File: src/hdl/f8_settings.svh
// f8 core settings
`ifndef F8_SETTINGS_SVH
`define F8_SETTINGS_SVH

// first instruction fetched after reset
`define F8_RESET_VECTOR 16'h4000

// datapath widths
`define F8_WORD_W 16
`define F8_BYTE_W 8

`endif
File: src/hdl/f8_isa_pkg.sv
// f8 instruction set
`default_nettype none
`include "f8_settings.svh"

package f8_isa_pkg;

	typedef enum logic [`F8_BYTE_W-1:0] {
		NOP         = 8'h00,
		LD_XL_IMMD  = 8'h01,
		ADD_XL_IMMD = 8'h02,
		SUB_XL_IMMD = 8'h03,
		AND_XL_IMMD = 8'h04,
		OR_XL_IMMD  = 8'h05,
		XOR_XL_IMMD = 8'h06,
		INC_XL      = 8'h07,
		DEC_XL      = 8'h08,
		LDW_Y_IMMD  = 8'h10,
		ADDW_Y_D    = 8'h11,
		LDW_X_Y     = 8'h12,
		LDW_Z_Y     = 8'h13,
		LD_DIR_XL   = 8'h20,
		LD_XL_DIR   = 8'h21,
		LDW_DIR_Y   = 8'h22,
		JP_IMMD     = 8'h30,
		JR_D        = 8'h31,
		JRZ_D       = 8'h32,
		JRNZ_D      = 8'h33,
		JRC_D       = 8'h34,
		TRAP        = 8'hff
	} opcode_t;

	typedef enum logic [3:0] {
		PASS,
		ADD,
		SUB,
		AND,
		OR,
		XOR,
		INC,
		DEC,
		PASSW,
		ADDSW
	} alu_op_t;

	typedef struct packed {
		logic c;
		logic z;
		logic n;
		logic o;
	} flags_t;

	// length in bytes with unknown opcodes counted as 1-byte nops
	function automatic logic [1:0] inst_size(input opcode_t op);
		case (op)
			LD_XL_IMMD, ADD_XL_IMMD, SUB_XL_IMMD, AND_XL_IMMD, OR_XL_IMMD, XOR_XL_IMMD,
			ADDW_Y_D, JR_D, JRZ_D, JRNZ_D, JRC_D:
				return 2'd2;
			LDW_Y_IMMD, LD_DIR_XL, LD_XL_DIR, LDW_DIR_Y, JP_IMMD:
				return 2'd3;
			default:
				return 2'd1;
		endcase
	endfunction

endpackage

`default_nettype wire

File: src/hdl/f8_bus_pkg.sv
// f8 internal and memory buses
`default_nettype none
`include "f8_settings.svh"

package f8_bus_pkg;

	// register select encoding
	localparam logic [1:0] REG_SEL_X = 2'd0;
	localparam logic [1:0] REG_SEL_Y = 2'd1;
	localparam logic [1:0] REG_SEL_Z = 2'd2;

	typedef struct packed {
		logic [`F8_WORD_W-1:0] addr;
		logic [`F8_WORD_W-1:0] data;
		logic [1:0]            en;
	} dwrite_t;

	typedef struct packed {
		logic [1:0]            sel;
		logic [1:0]            en;
		logic [`F8_WORD_W-1:0] data;
	} reg_write_t;

	typedef struct packed {
		f8_isa_pkg::alu_op_t   op;
		logic [`F8_WORD_W-1:0] a;
		logic [`F8_WORD_W-1:0] b;
	} alu_req_t;

	typedef struct packed {
		logic [`F8_WORD_W-1:0] result;
		f8_isa_pkg::flags_t    flags;
	} alu_rsp_t;

endpackage

`default_nettype wire

File: src/hdl/f8_core.sv
// f8 core top level
`default_nettype none

module f8_core (
	input  logic                clk,
	input  logic                reset,
	input  logic [23:0]         iread_data,
	input  logic [15:0]         dread_data,
	output logic [15:0]         iread_addr,
	output logic [15:0]         dread_addr,
	output f8_bus_pkg::dwrite_t dwrite,
	output logic                trap
);
	import f8_isa_pkg::*;
	import f8_bus_pkg::*;

	logic [23:0] inst;
	logic [15:0] x;
	logic [15:0] y;
	reg_write_t  wr;
	flags_t      next_flags;

	f8_fetch u_fetch (
		.clk(clk),
		.reset(reset),
		.iread_data(iread_data),
		.next_flags(next_flags),
		.iread_addr(iread_addr),
		.dread_addr(dread_addr),
		.inst(inst)
	);

	// z and the next values stay internal in this cut-down core
	f8_regfile u_regfile (
		.clk(clk),
		.wr(wr),
		.x(x),
		.y(y),
		.z(),
		.next_x(),
		.next_y(),
		.next_z()
	);

	f8_execute u_execute (
		.clk(clk),
		.reset(reset),
		.inst(inst),
		.x(x),
		.y(y),
		.dread_data(dread_data),
		.wr(wr),
		.dwrite(dwrite),
		.next_flags(next_flags),
		.trap(trap)
	);

endmodule

`default_nettype wire

File: src/hdl/f8_execute.sv
// f8 execute stage
`default_nettype none

module f8_execute (
	input  logic                   clk,
	input  logic                   reset,
	input  logic [23:0]            inst,
	input  logic [15:0]            x,
	input  logic [15:0]            y,
	input  logic [15:0]            dread_data,
	output f8_bus_pkg::reg_write_t wr,
	output f8_bus_pkg::dwrite_t    dwrite,
	output f8_isa_pkg::flags_t     next_flags,
	output logic                   trap
);
	import f8_isa_pkg::*;
	import f8_bus_pkg::*;

	opcode_t     opcode;
	logic [7:0]  xl;
	logic [7:0]  imm8;
	logic [15:0] imm16;
	flags_t      flags;
	alu_req_t    alu_req;
	alu_rsp_t    alu_rsp;
	logic        upd_zn;
	logic        upd_co;

	assign opcode = opcode_t'(inst[7:0]);
	assign xl = x[7:0];
	assign imm8 = inst[15:8];
	assign imm16 = inst[23:8];

	f8_alu u_alu (
		.req(alu_req),
		.rsp(alu_rsp)
	);

	// operation, operands and which flags it touches
	always_comb
	begin
		alu_req.op = PASSW;
		alu_req.a = {8'h00, xl};
		alu_req.b = 16'h0000;
		upd_zn = 1'b0;
		upd_co = 1'b0;
		case (opcode)
			LD_XL_IMMD:
			begin
				alu_req.op = PASS;
				alu_req.b = {8'h00, imm8};
				upd_zn = 1'b1;
			end
			ADD_XL_IMMD, SUB_XL_IMMD:
			begin
				alu_req.op = (opcode == ADD_XL_IMMD) ? ADD : SUB;
				alu_req.b = {8'h00, imm8};
				upd_zn = 1'b1;
				upd_co = 1'b1;
			end
			AND_XL_IMMD, OR_XL_IMMD, XOR_XL_IMMD:
			begin
				alu_req.op = (opcode == AND_XL_IMMD) ? AND : (opcode == OR_XL_IMMD) ? OR : XOR;
				alu_req.b = {8'h00, imm8};
				upd_zn = 1'b1;
			end
			INC_XL, DEC_XL:
			begin
				alu_req.op = (opcode == INC_XL) ? INC : DEC;
				upd_zn = 1'b1;
				upd_co = 1'b1;
			end
			LDW_Y_IMMD:
			begin
				alu_req.b = imm16;
				upd_zn = 1'b1;
			end
			ADDW_Y_D:
			begin
				alu_req.op = ADDSW;
				alu_req.a = y;
				alu_req.b = {8'h00, imm8};
				upd_zn = 1'b1;
				upd_co = 1'b1;
			end
			LDW_X_Y, LDW_Z_Y, LDW_DIR_Y:
				alu_req.b = y;
			LD_XL_DIR:
			begin
				alu_req.op = PASS;
				alu_req.b = dread_data;
				upd_zn = 1'b1;
			end
			LD_DIR_XL:
			begin
				alu_req.op = PASS;
				alu_req.b = {8'h00, xl};
			end
			default:
				;
		endcase
	end

	// register and memory writes
	always_comb
	begin
		wr.sel = REG_SEL_X;
		wr.en = 2'b00;
		wr.data = alu_rsp.result;
		dwrite.addr = imm16;
		dwrite.data = alu_rsp.result;
		dwrite.en = 2'b00;
		case (opcode)
			LD_XL_IMMD, ADD_XL_IMMD, SUB_XL_IMMD, AND_XL_IMMD, OR_XL_IMMD, XOR_XL_IMMD,
			INC_XL, DEC_XL, LD_XL_DIR:
				wr.en = 2'b01;
			LDW_Y_IMMD, ADDW_Y_D:
			begin
				wr.sel = REG_SEL_Y;
				wr.en = 2'b11;
			end
			LDW_X_Y:
				wr.en = 2'b11;
			LDW_Z_Y:
			begin
				wr.sel = REG_SEL_Z;
				wr.en = 2'b11;
			end
			LD_DIR_XL:
				dwrite.en = 2'b01;
			LDW_DIR_Y:
				dwrite.en = 2'b11;
			default:
				;
		endcase
	end

	always_comb
	begin
		next_flags = flags;
		if (upd_zn)
		begin
			next_flags.z = alu_rsp.flags.z;
			next_flags.n = alu_rsp.flags.n;
		end
		if (upd_co)
		begin
			next_flags.c = alu_rsp.flags.c;
			next_flags.o = alu_rsp.flags.o;
		end
	end

	always_ff @(posedge clk)
	begin
		if (reset)
			flags <= '0;
		else
			flags <= next_flags;
	end

	assign trap = (opcode == TRAP);

	// a lone high-byte store has no opcode
	a_no_high_only: assert property (@(posedge clk) disable iff (reset) dwrite.en != 2'b10);

endmodule

`default_nettype wire

File: src/hdl/f8_fetch.sv
// f8 instruction fetch
`default_nettype none
`include "f8_settings.svh"

module f8_fetch (
	input  logic               clk,
	input  logic               reset,
	input  logic [23:0]        iread_data,
	input  f8_isa_pkg::flags_t next_flags,
	output logic [15:0]        iread_addr,
	output logic [15:0]        dread_addr,
	output logic [23:0]        inst
);
	import f8_isa_pkg::*;

	logic [15:0] pc;
	logic [15:0] next_pc;
	logic [15:0] rel_target;
	opcode_t     next_op;
	logic        taken;

	// word arriving from instruction memory sits at pc
	assign next_op = opcode_t'(iread_data[7:0]);
	assign rel_target = pc + {{8{iread_data[15]}}, iread_data[15:8]};

	// branch condition on the flags after the executing instruction
	always_comb
	begin
		case (next_op)
			JR_D:
				taken = 1'b1;
			JRZ_D:
				taken = next_flags.z;
			JRNZ_D:
				taken = !next_flags.z;
			JRC_D:
				taken = next_flags.c;
			default:
				taken = 1'b0;
		endcase
	end

	always_comb
	begin
		if (reset)
			next_pc = `F8_RESET_VECTOR;
		else if (next_op == JP_IMMD)
			next_pc = iread_data[23:8];
		else if (taken)
			next_pc = rel_target;
		else
			next_pc = pc + 16'(inst_size(next_op));
	end

	assign iread_addr = next_pc;

	// only direct loads read data memory
	assign dread_addr = (next_op == LD_XL_DIR) ? iread_data[23:8] : 16'h0000;

	always_ff @(posedge clk)
	begin
		pc <= next_pc;
		if (reset)
			inst <= {16'h0000, NOP};
		else
			inst <= iread_data;
	end

	a_pc_after_reset: assert property (@(posedge clk) reset |=> pc == `F8_RESET_VECTOR);

endmodule

`default_nettype wire

File: src/hdl/f8_regfile.sv
// f8 register file
`default_nettype none

module f8_regfile (
	input  logic                   clk,
	input  f8_bus_pkg::reg_write_t wr,
	output logic [15:0]            x,
	output logic [15:0]            y,
	output logic [15:0]            z,
	output logic [15:0]            next_x,
	output logic [15:0]            next_y,
	output logic [15:0]            next_z
);
	import f8_bus_pkg::*;

	// byte-wise merge of a write into one register
	function automatic logic [15:0] merge(input logic [15:0] cur, input logic hit,
		input reg_write_t w);
		logic [15:0] res;
		res = cur;
		if (hit && w.en[0])
			res[7:0] = w.data[7:0];
		if (hit && w.en[1])
			res[15:8] = w.data[15:8];
		return res;
	endfunction

	assign next_x = merge(x, wr.sel == REG_SEL_X, wr);
	assign next_y = merge(y, wr.sel == REG_SEL_Y, wr);
	assign next_z = merge(z, wr.sel == REG_SEL_Z, wr);

	always_ff @(posedge clk)
	begin
		x <= next_x;
		y <= next_y;
		z <= next_z;
	end

	// execute must never address the missing fourth register
	a_sel_valid: assert property (@(posedge clk) wr.en != 2'b00 |-> wr.sel != 2'd3);

endmodule

`default_nettype wire

File: src/hdl/f8_alu.sv
// f8 ALU
`default_nettype none

module f8_alu (
	input  f8_bus_pkg::alu_req_t req,
	output f8_bus_pkg::alu_rsp_t rsp
);
	import f8_isa_pkg::*;

	logic [7:0]  a8;
	logic [7:0]  b8;
	logic [15:0] b_sext;
	logic [8:0]  r8;
	logic [16:0] r16;
	logic        wide;
	logic        ovf;

	assign a8 = req.a[7:0];
	assign b8 = req.b[7:0];
	assign b_sext = {{8{b8[7]}}, b8};

	// bit 8 of r8 holds carry or borrow
	always_comb
	begin
		r8 = 9'h000;
		r16 = 17'h00000;
		wide = 1'b0;
		ovf = 1'b0;
		case (req.op)
			ADD:
			begin
				r8 = {1'b0, a8} + {1'b0, b8};
				ovf = (a8[7] == b8[7]) && (r8[7] != a8[7]);
			end
			SUB:
			begin
				r8 = {1'b0, a8} - {1'b0, b8};
				ovf = (a8[7] != b8[7]) && (r8[7] != a8[7]);
			end
			AND:
				r8 = {1'b0, a8 & b8};
			OR:
				r8 = {1'b0, a8 | b8};
			XOR:
				r8 = {1'b0, a8 ^ b8};
			INC:
			begin
				r8 = {1'b0, a8} + 9'd1;
				ovf = (r8[7:0] == 8'h80);
			end
			DEC:
			begin
				r8 = {1'b0, a8} - 9'd1;
				ovf = (r8[7:0] == 8'h7f);
			end
			PASSW:
			begin
				r16 = {1'b0, req.b};
				wide = 1'b1;
			end
			ADDSW:
			begin
				r16 = {1'b0, req.a} + {1'b0, b_sext};
				ovf = (req.a[15] == b_sext[15]) && (r16[15] != req.a[15]);
				wide = 1'b1;
			end
			default:
				r8 = {1'b0, b8};
		endcase
	end

	assign rsp.result = wide ? r16[15:0] : {8'h00, r8[7:0]};
	assign rsp.flags.c = wide ? r16[16] : r8[8];
	assign rsp.flags.z = wide ? (r16[15:0] == 16'h0000) : (r8[7:0] == 8'h00);
	assign rsp.flags.n = wide ? r16[15] : r8[7];
	assign rsp.flags.o = ovf;

endmodule

`default_nettype wire

File: config.mk
export PLATFORM = sky130hd
export DESIGN_NAME = f8_core
export DESIGN_NICKNAME = d
export VERILOG_FILES = /design/src/hdl/f8_isa_pkg.sv /design/src/hdl/f8_bus_pkg.sv /design/src/hdl/f8_core.sv /design/src/hdl/f8_execute.sv /design/src/hdl/f8_fetch.sv /design/src/hdl/f8_regfile.sv /design/src/hdl/f8_alu.sv
export VERILOG_INCLUDE_DIRS = /design/src /design/src/hdl
export SDC_FILE = /design/constraint.sdc
export NUM_CORES = 1
export LEC_CHECK = 0
export BUFFER_PORTS_ARGS = -buffer_cell sky130_fd_sc_hd__buf_4
export CORE_ASPECT_RATIO = 1.5
export CORE_UTILIZATION = 55
export DETAILED_ROUTE_END_ITERATION = 10
export PLACE_DENSITY = 0.81
export SLEW_MARGIN = 20
export SYNTH_ARGS = -nofsm -noshare
export SYNTH_HDL_FRONTEND = slang
export SYNTH_SLANG_ARGS = --single-unit
File: constraint.sdc
create_clock -name clk -period 12.7 [get_ports clk]
set_input_delay 3.175 -clock clk [delete_from_list [all_inputs] [get_ports clk]]
set_output_delay 3.175 -clock clk [all_outputs]
set_load 0.005 [all_outputs]
# [Word-level counts from Yosys, hierarchy flattened]
# Memory sizes are Yosys's and may differ from the RTL's.
# Cells that the tools add are included.
[word_totals] n_memories=1 word_cells=101 ff_bits=67 rom_bits=128
[op_classes] add_sub_neg=7 bitwise=3 n_eq_ne=32 n_reduce_logical=20 n_mux=30
[mem_list] name="(no name shown)" depth=64 width=2 read_ports=1 rd_clocked_by_memory_dff=0 wr=0 line="f8_isa_pkg.sv:54" source="case (op)"
[ops] cell="$mux W16" n=6
[ops] cell="$pmux W16 S5" n=1
[ops] cell="$eq A8 B6 Y1 const B" n=9
[ops] cell="$pmux W9 S8" n=1
[ops] cell="$pmux W17 S2" n=1
[ops] cell="$eq A8 B3 Y1 const B" n=4
[ops] cell="$eq A8 B5 Y1 const B" n=4
[ops] cell="$pmux W4 S5" n=1
[ops] cell="$add A16 B16 Y17" n=1
[ops] cell="$add A16 B16 Y16" n=1
[ops] cell="$add A16 B2 Y16" n=1
[ops] cell="$eq A4 B3 Y1 const B" n=4
[ops] cell="$eq A8 B2 Y1 const B" n=2
[ops] cell="$logic_not A16 Y1" n=1
[ops] cell="$mux W2" n=6
[ops] cell="$pmux W2 S2" n=3
[ops] cell="$reduce_or A11 Y1" n=1
[ops] cell="$add A8 B1 Y9 const B" n=1
[ops] cell="$add A8 B8 Y9" n=1
[ops] cell="$mux W1" n=9
[ops] cell="$reduce_or A3 Y1" n=3
[ops] cell="$reduce_or A9 Y1" n=1
[ops] cell="$sub A8 B1 Y9 const B" n=1
[ops] cell="$sub A8 B8 Y9" n=1
[ops] cell="20 further kinds" n=28

# [Longest topological paths before layout]
[logic_depth] word_depth=19 mapped_depth=36 depth_no_buf=35

# [Cells and area by module]
# From an unflattened synthesis, not the netlist that was laid out.
[hier_totals] cells_unflattened=922 hier_area_um2=7838.8
[by_module_without_submodules] module="f8_alu" cells_each=394 area_each_um2=2670.1 instances=1 seq_area_each_um2=0.0
[by_module_without_submodules] module="f8_fetch" cells_each=252 area_each_um2=2203.4 instances=1 seq_area_each_um2=800.8
[by_module_without_submodules] module="f8_regfile" cells_each=104 area_each_um2=1606.5 instances=1 seq_area_each_um2=960.9
[by_module_without_submodules] module="f8_execute" cells_each=172 area_each_um2=1358.8 instances=1 seq_area_each_um2=80.1

# [Worst setup path after synthesis]
# OpenSTA, ideal clock, no wires.
[synth_timing] path_type="input -> output" startpoint="input port dread_data[2]" endpoint="output port iread_addr[15]" arrival_time_ns=8.827 setup_slack_ns=0.698 stages=26 required_time_ns=9.525 n_path_buf=0 path_cell_list="mux2_2 a32oi_1 nand2_1 inv_1 ha_1 nor2b_1 o221a_2 or4_1 o311a_1 o31a_1 or3_1 nor4_2 a41oi_1 a31oi_1 mux2_2 ha_1 a21o_1 a21oi_1 o21a_1 o21ai_0 a41oi_1 a211o_1 o2111ai_1 a21oi_1 xnor3_1 a22o_1"
[synth_via] elab_chain_cells=11 elab_cells_between_ends=20
[synth_lines] element="start: declaration" line="f8_core.sv:8" source="input logic [15:0] dread_data,"
[synth_lines] element="$pmux W16 S5 (*)" line="f8_execute.sv:47" source="case (opcode)"
[synth_lines] element="$add A16 B16 Y17 (tied with other cells)" line="f8_alu.sv:63" source="r16 = {1'b0, req.a} + {1'b0, b_sext};"
[synth_lines] element="$pmux W17 S2 / $pmux W9 S8 (equally long branches)" line="f8_alu.sv:29" source="case (req.op)"
[synth_lines] element="$logic_not A16 Y1 / $logic_not A8 Y1 (equally long branches)" line="f8_alu.sv:74" source="assign rsp.flags.z = wide ? (r16[15:0] == 16'h0000) : (r8[7:0] == 8'h00);"
[synth_lines] element="$mux W1" line="f8_alu.sv:74"
[synth_lines] element="$mux W2" line="f8_execute.sv:141" source="if (upd_zn)"
[synth_lines] element="$logic_not A1 Y1" line="f8_fetch.sv:35" source="taken = !next_flags.z;"
[synth_lines] element="$pmux W1 S4 (*)" line="f8_fetch.sv:29" source="case (next_op)"
[synth_lines] element="$mux W16 (*)" line="f8_fetch.sv:49" source="else if (taken)"
[synth_lines] element="$mux W16 (*)" line="f8_fetch.sv:47" source="else if (next_op == JP_IMMD)"
[synth_lines] element="$mux W16 (*)" line="f8_fetch.sv:45" source="if (reset)"
[synth_lines] element="end: declaration" line="f8_core.sv:9" source="output logic [15:0] iread_addr,"
# Every way passes the cells marked *; elsewhere a longest branch is shown, timed or not.

# [Worst setup path after layout]
[layout_timing] startpoint="input port dread_data[1]" endpoint="output port iread_addr[13]"
# Same word-level chain as after synthesis.

==> impl_metrics.env <==
export IMPL_cts_reportedPaths_clkPinSlew_ns=0.06
export IMPL_startpoint="dread_data[1]"
export IMPL_grt_pass1_vias=6327
export IMPL_worstPathArrival_ns=9.33
export IMPL_reg2reg_to="u_fetch.pc[13]"
export IMPL_routedWlPerCell_um=19.8
export IMPL_cpMostUsedCell="buf_4"
export IMPL_antenna_left=0
export IMPL_powerDensity_mw_per_mm2=95.7
export IMPL_synth_yosys_seq_area_share=0.257
export IMPL_min_period_over_period=0.985
export IMPL_reg2reg_depth=32
export IMPL_ctsHoldBuffers=0
export IMPL_worstPathRequired_ns=9.52
export IMPL_finClkSkew_ns=0.00858
export IMPL_track_usage=0.348
export IMPL_ys_flop_type="dfxtp_1"
export IMPL_fmax_ghz=0.0800
export IMPL_ir_worst_vdd_mv=0.0862
export IMPL_dp_hpwl_um=15000
export IMPL_crit_path_end_kind="output pin"
export IMPL_initial_core_util=0.571
export IMPL_crit_path_max_fanout=7
export IMPL_syn_mean_instance_area_um2=7.93
export IMPL_cts_tree="yes"
export IMPL_n_fill_cell=853
export IMPL_wirelength_um=20400
export IMPL_grt_remaining_overflow=0
export IMPL_final_cell_count_no_fill=1028
export IMPL_cp_top_family="compound AO/OA/AOI/OAI gates"
export IMPL_grt_pass1_wl_um=30500
export IMPL_yosysUniqueCellTypes=79
export IMPL_cp_buffers_inverters=5
export IMPL_grt_antenna_before_repair=0
export IMPL_nNetsFinal=972
export IMPL_synth_nets=859
export IMPL_finalSetupTns_ns=0
export IMPL_gp_congestion=0.963
export IMPL_drc_errors=0
export IMPL_fp_row_count=46
export IMPL_synth_edff_count=24
export IMPL_r2r_start="u_fetch.inst[4]"
export IMPL_drt_iter0_drc=496
export IMPL_critPathLaunchType="primary input"
export IMPL_worstMarginPinSlew_ns=1.19
export IMPL_ys_warn_count=0
export IMPL_synth_seq_cells=66
export IMPL_pre_cts_slack_ns=-0.0569
export IMPL_syn_cell_area_mm2=0.00607
export IMPL_dp_cells=1002
export IMPL_grt_max_degree=42
export IMPL_vias_per_cell=6.27
export IMPL_setup_slack_ns=0.192
export IMPL_r2r_slack_ns=4.52
export IMPL_htree_levels=3
export IMPL_io_pins=109
export IMPL_synthCells=766
export IMPL_slew_headroom=0.205
export IMPL_hold_viol=0
export IMPL_status="complete, no violations"
export IMPL_async_flop_share=0
export IMPL_crit_path_max_incr_delay_ns=0.50
export IMPL_worstSetupPathType="in -> out"
export IMPL_area_growth_pct=28.9
export IMPL_port_buffers=108
export IMPL_setup_viol=0
export IMPL_vias=6447
export IMPL_cts_buffers=9
export IMPL_fin_crit_ns=12.51
export IMPL_n_antenna_cell=0
export IMPL_dieHeight_um=131
export IMPL_max_cap_violations=0
export IMPL_dr_pass1_iters=7
export IMPL_crit_end="iread_addr[13]"
export IMPL_cpMaxStageDelayCell="or4_4"
export IMPL_die_w_um=87.8
export IMPL_die_area_mm2=0.0115
export IMPL_maxSlewViolCount=0
export IMPL_insertion_delay_ns=0.34
export IMPL_power_leakage_nw=3.31
export IMPL_cts_sinks=66
export IMPL_core_area_mm2=0.0106
export IMPL_drive_gt1_frac=0.287
export IMPL_clock_path_buffers=2
export IMPL_hold_path_class="reg -> reg"
export IMPL_cp_depth=31
export IMPL_clock_root_buffer="clkbuf_16"
export IMPL_fin_hold_ws_ns=0.605
[layout make-up]
| cell class | count | area [µm²] | area share |
|---|---|---|---|
| inverter | 43 | 166 | 0.0213 |
| sequential | 66 | 1560 | 0.199 |
| clock inverter | 6 | 62.6 | 0.00799 |
| clock buffer | 10 | 250 | 0.0320 |
| multi-input combinational | 605 | 4440 | 0.567 |
| timing repair buffer | 154 | 1170 | 0.150 |
| tap | 144 | 180 | 0.0230 |
[state kept, by name (all words and copies together) (netlist names)]
register         cells
u_regfile.x          8
u_regfile.y         16
u_fetch.inst        24
u_execute.flags      2
u_fetch.pc          16
[tightest hold or removal path, cell delays in order, from the launching register on]
cell and delay, ns:
dfxtp_1 0.30, nand2_1 0.07, o31ai_2 0.08, nor2_1 0.05, nor2_1 0.07
[Yosys cell counts (all sizes together) (7+ instances only)]
cell / instances / area [µm²]
a32oi: 7 / 61.3
nand2: 92 / 345
nor3: 31 / 166
mux2i: 11 / 110
o21ai: 37 / 189
nor2b: 29 / 181
nand3: 17 / 85.1
a211oi: 9 / 67.6
and2: 31 / 196
a21oi: 48 / 240
nor2: 54 / 205
dfxtp: 42 / 841
or2: 7 / 43.8
inv: 43 / 161
clkbuf: 26 / 97.6
buf: 26 / 179
edfxtp: 24 / 721
ha: 48 / 601
mux2: 8 / 90.1
a221o: 7 / 71.3
o22ai: 10 / 62.6
o22a: 8 / 70.1
xnor2: 21 / 184
[cells by family (layout without fill, tap and decap cells)]
group           after synthesis  in the layout  share of synthesized area
xor+xnor                     25             25                     0.0383
compound gates              202            202                      0.232
mux                          19             19                     0.0330
buf+inv                      95            213                     0.0721
fa+ha+maj                    51             51                      0.109
flops                        66             66                      0.257
simple gates                308            308                      0.259
[power by group]
| group | leakage [nW] | switching [W] | internal, W |
|---|---|---|---|
| clock | 0.156 | 0.000100 | 0.000164 |
| combinational | 2.58 | 0.000134 | 0.000110 |
| sequential | 0.571 | 0.0000102 | 0.000231 |
| total | 3.31 | 0.000245 | 0.000504 |
[cells in the final DEF, fill, tap and decap left out, types with 5 or more instances in the layout]
master,count
buf_4,150
nand2_1,88
nor2_1,53
dfxtp_1,42
inv_1,41
a21oi_1,40
ha_1,39
and2_1,30
nor3_1,28
nor2b_1,27
o21ai_0,27
edfxtp_1,24
xnor2_1,21
nand3_1,17
mux2i_1,10
clkbuf_16,10
a21oi_2,8
o22a_1,8
mux2_2,7
o22ai_1,7
ha_4,7
a211oi_1,6
nand2b_1,6
a22oi_1,6
o21ai_2,6
a221o_1,6
nand4_1,6
o21bai_1,6
or4_1,5
a221oi_1,5
and3_1,5
[per-layer routing]
layer	part of all wire	track usage
met5	0	0
met4	0.046	0.203
met3	0.057	0.0628
met2	0.52	0.624
met1	0.37	0.377
[how the worst min path moves through the flow]
stage | start | to | depth (start not counted)
after floorplan | u_execute.flags[2] | u_execute.flags[2] | 4
after global placement | u_execute.flags[2] | u_execute.flags[2] | 4
after detailed placement | u_execute.flags[2] | u_execute.flags[2] | 4
after CTS | u_execute.flags[2] | u_execute.flags[2] | 4
after global routing | u_execute.flags[2] | u_execute.flags[2] | 4
final | u_execute.flags[2] | u_execute.flags[2] | 4
[per-stage QoR]
step                       util  power (W)  cell area, µm²
after global placement    0.663   0.000443            7060
final                     0.735   0.000749            7830
after CTS                 0.694   0.000711            7390
after floorplan               -   0.000379            6070
after global routing      0.735   0.000779            7830
after detailed placement  0.663   0.000447            7060
[what timing repair did]
| action | CTS | global route |
|---|---|---|
| pin swaps | 0 | 49 |
| buffers inserted | 0 | 10 |
| resized for setup | 4 | 79 |
| setup endpoints to repair | 3 | 8 |
No activity file was read; power rests on OpenSTA's default activity.
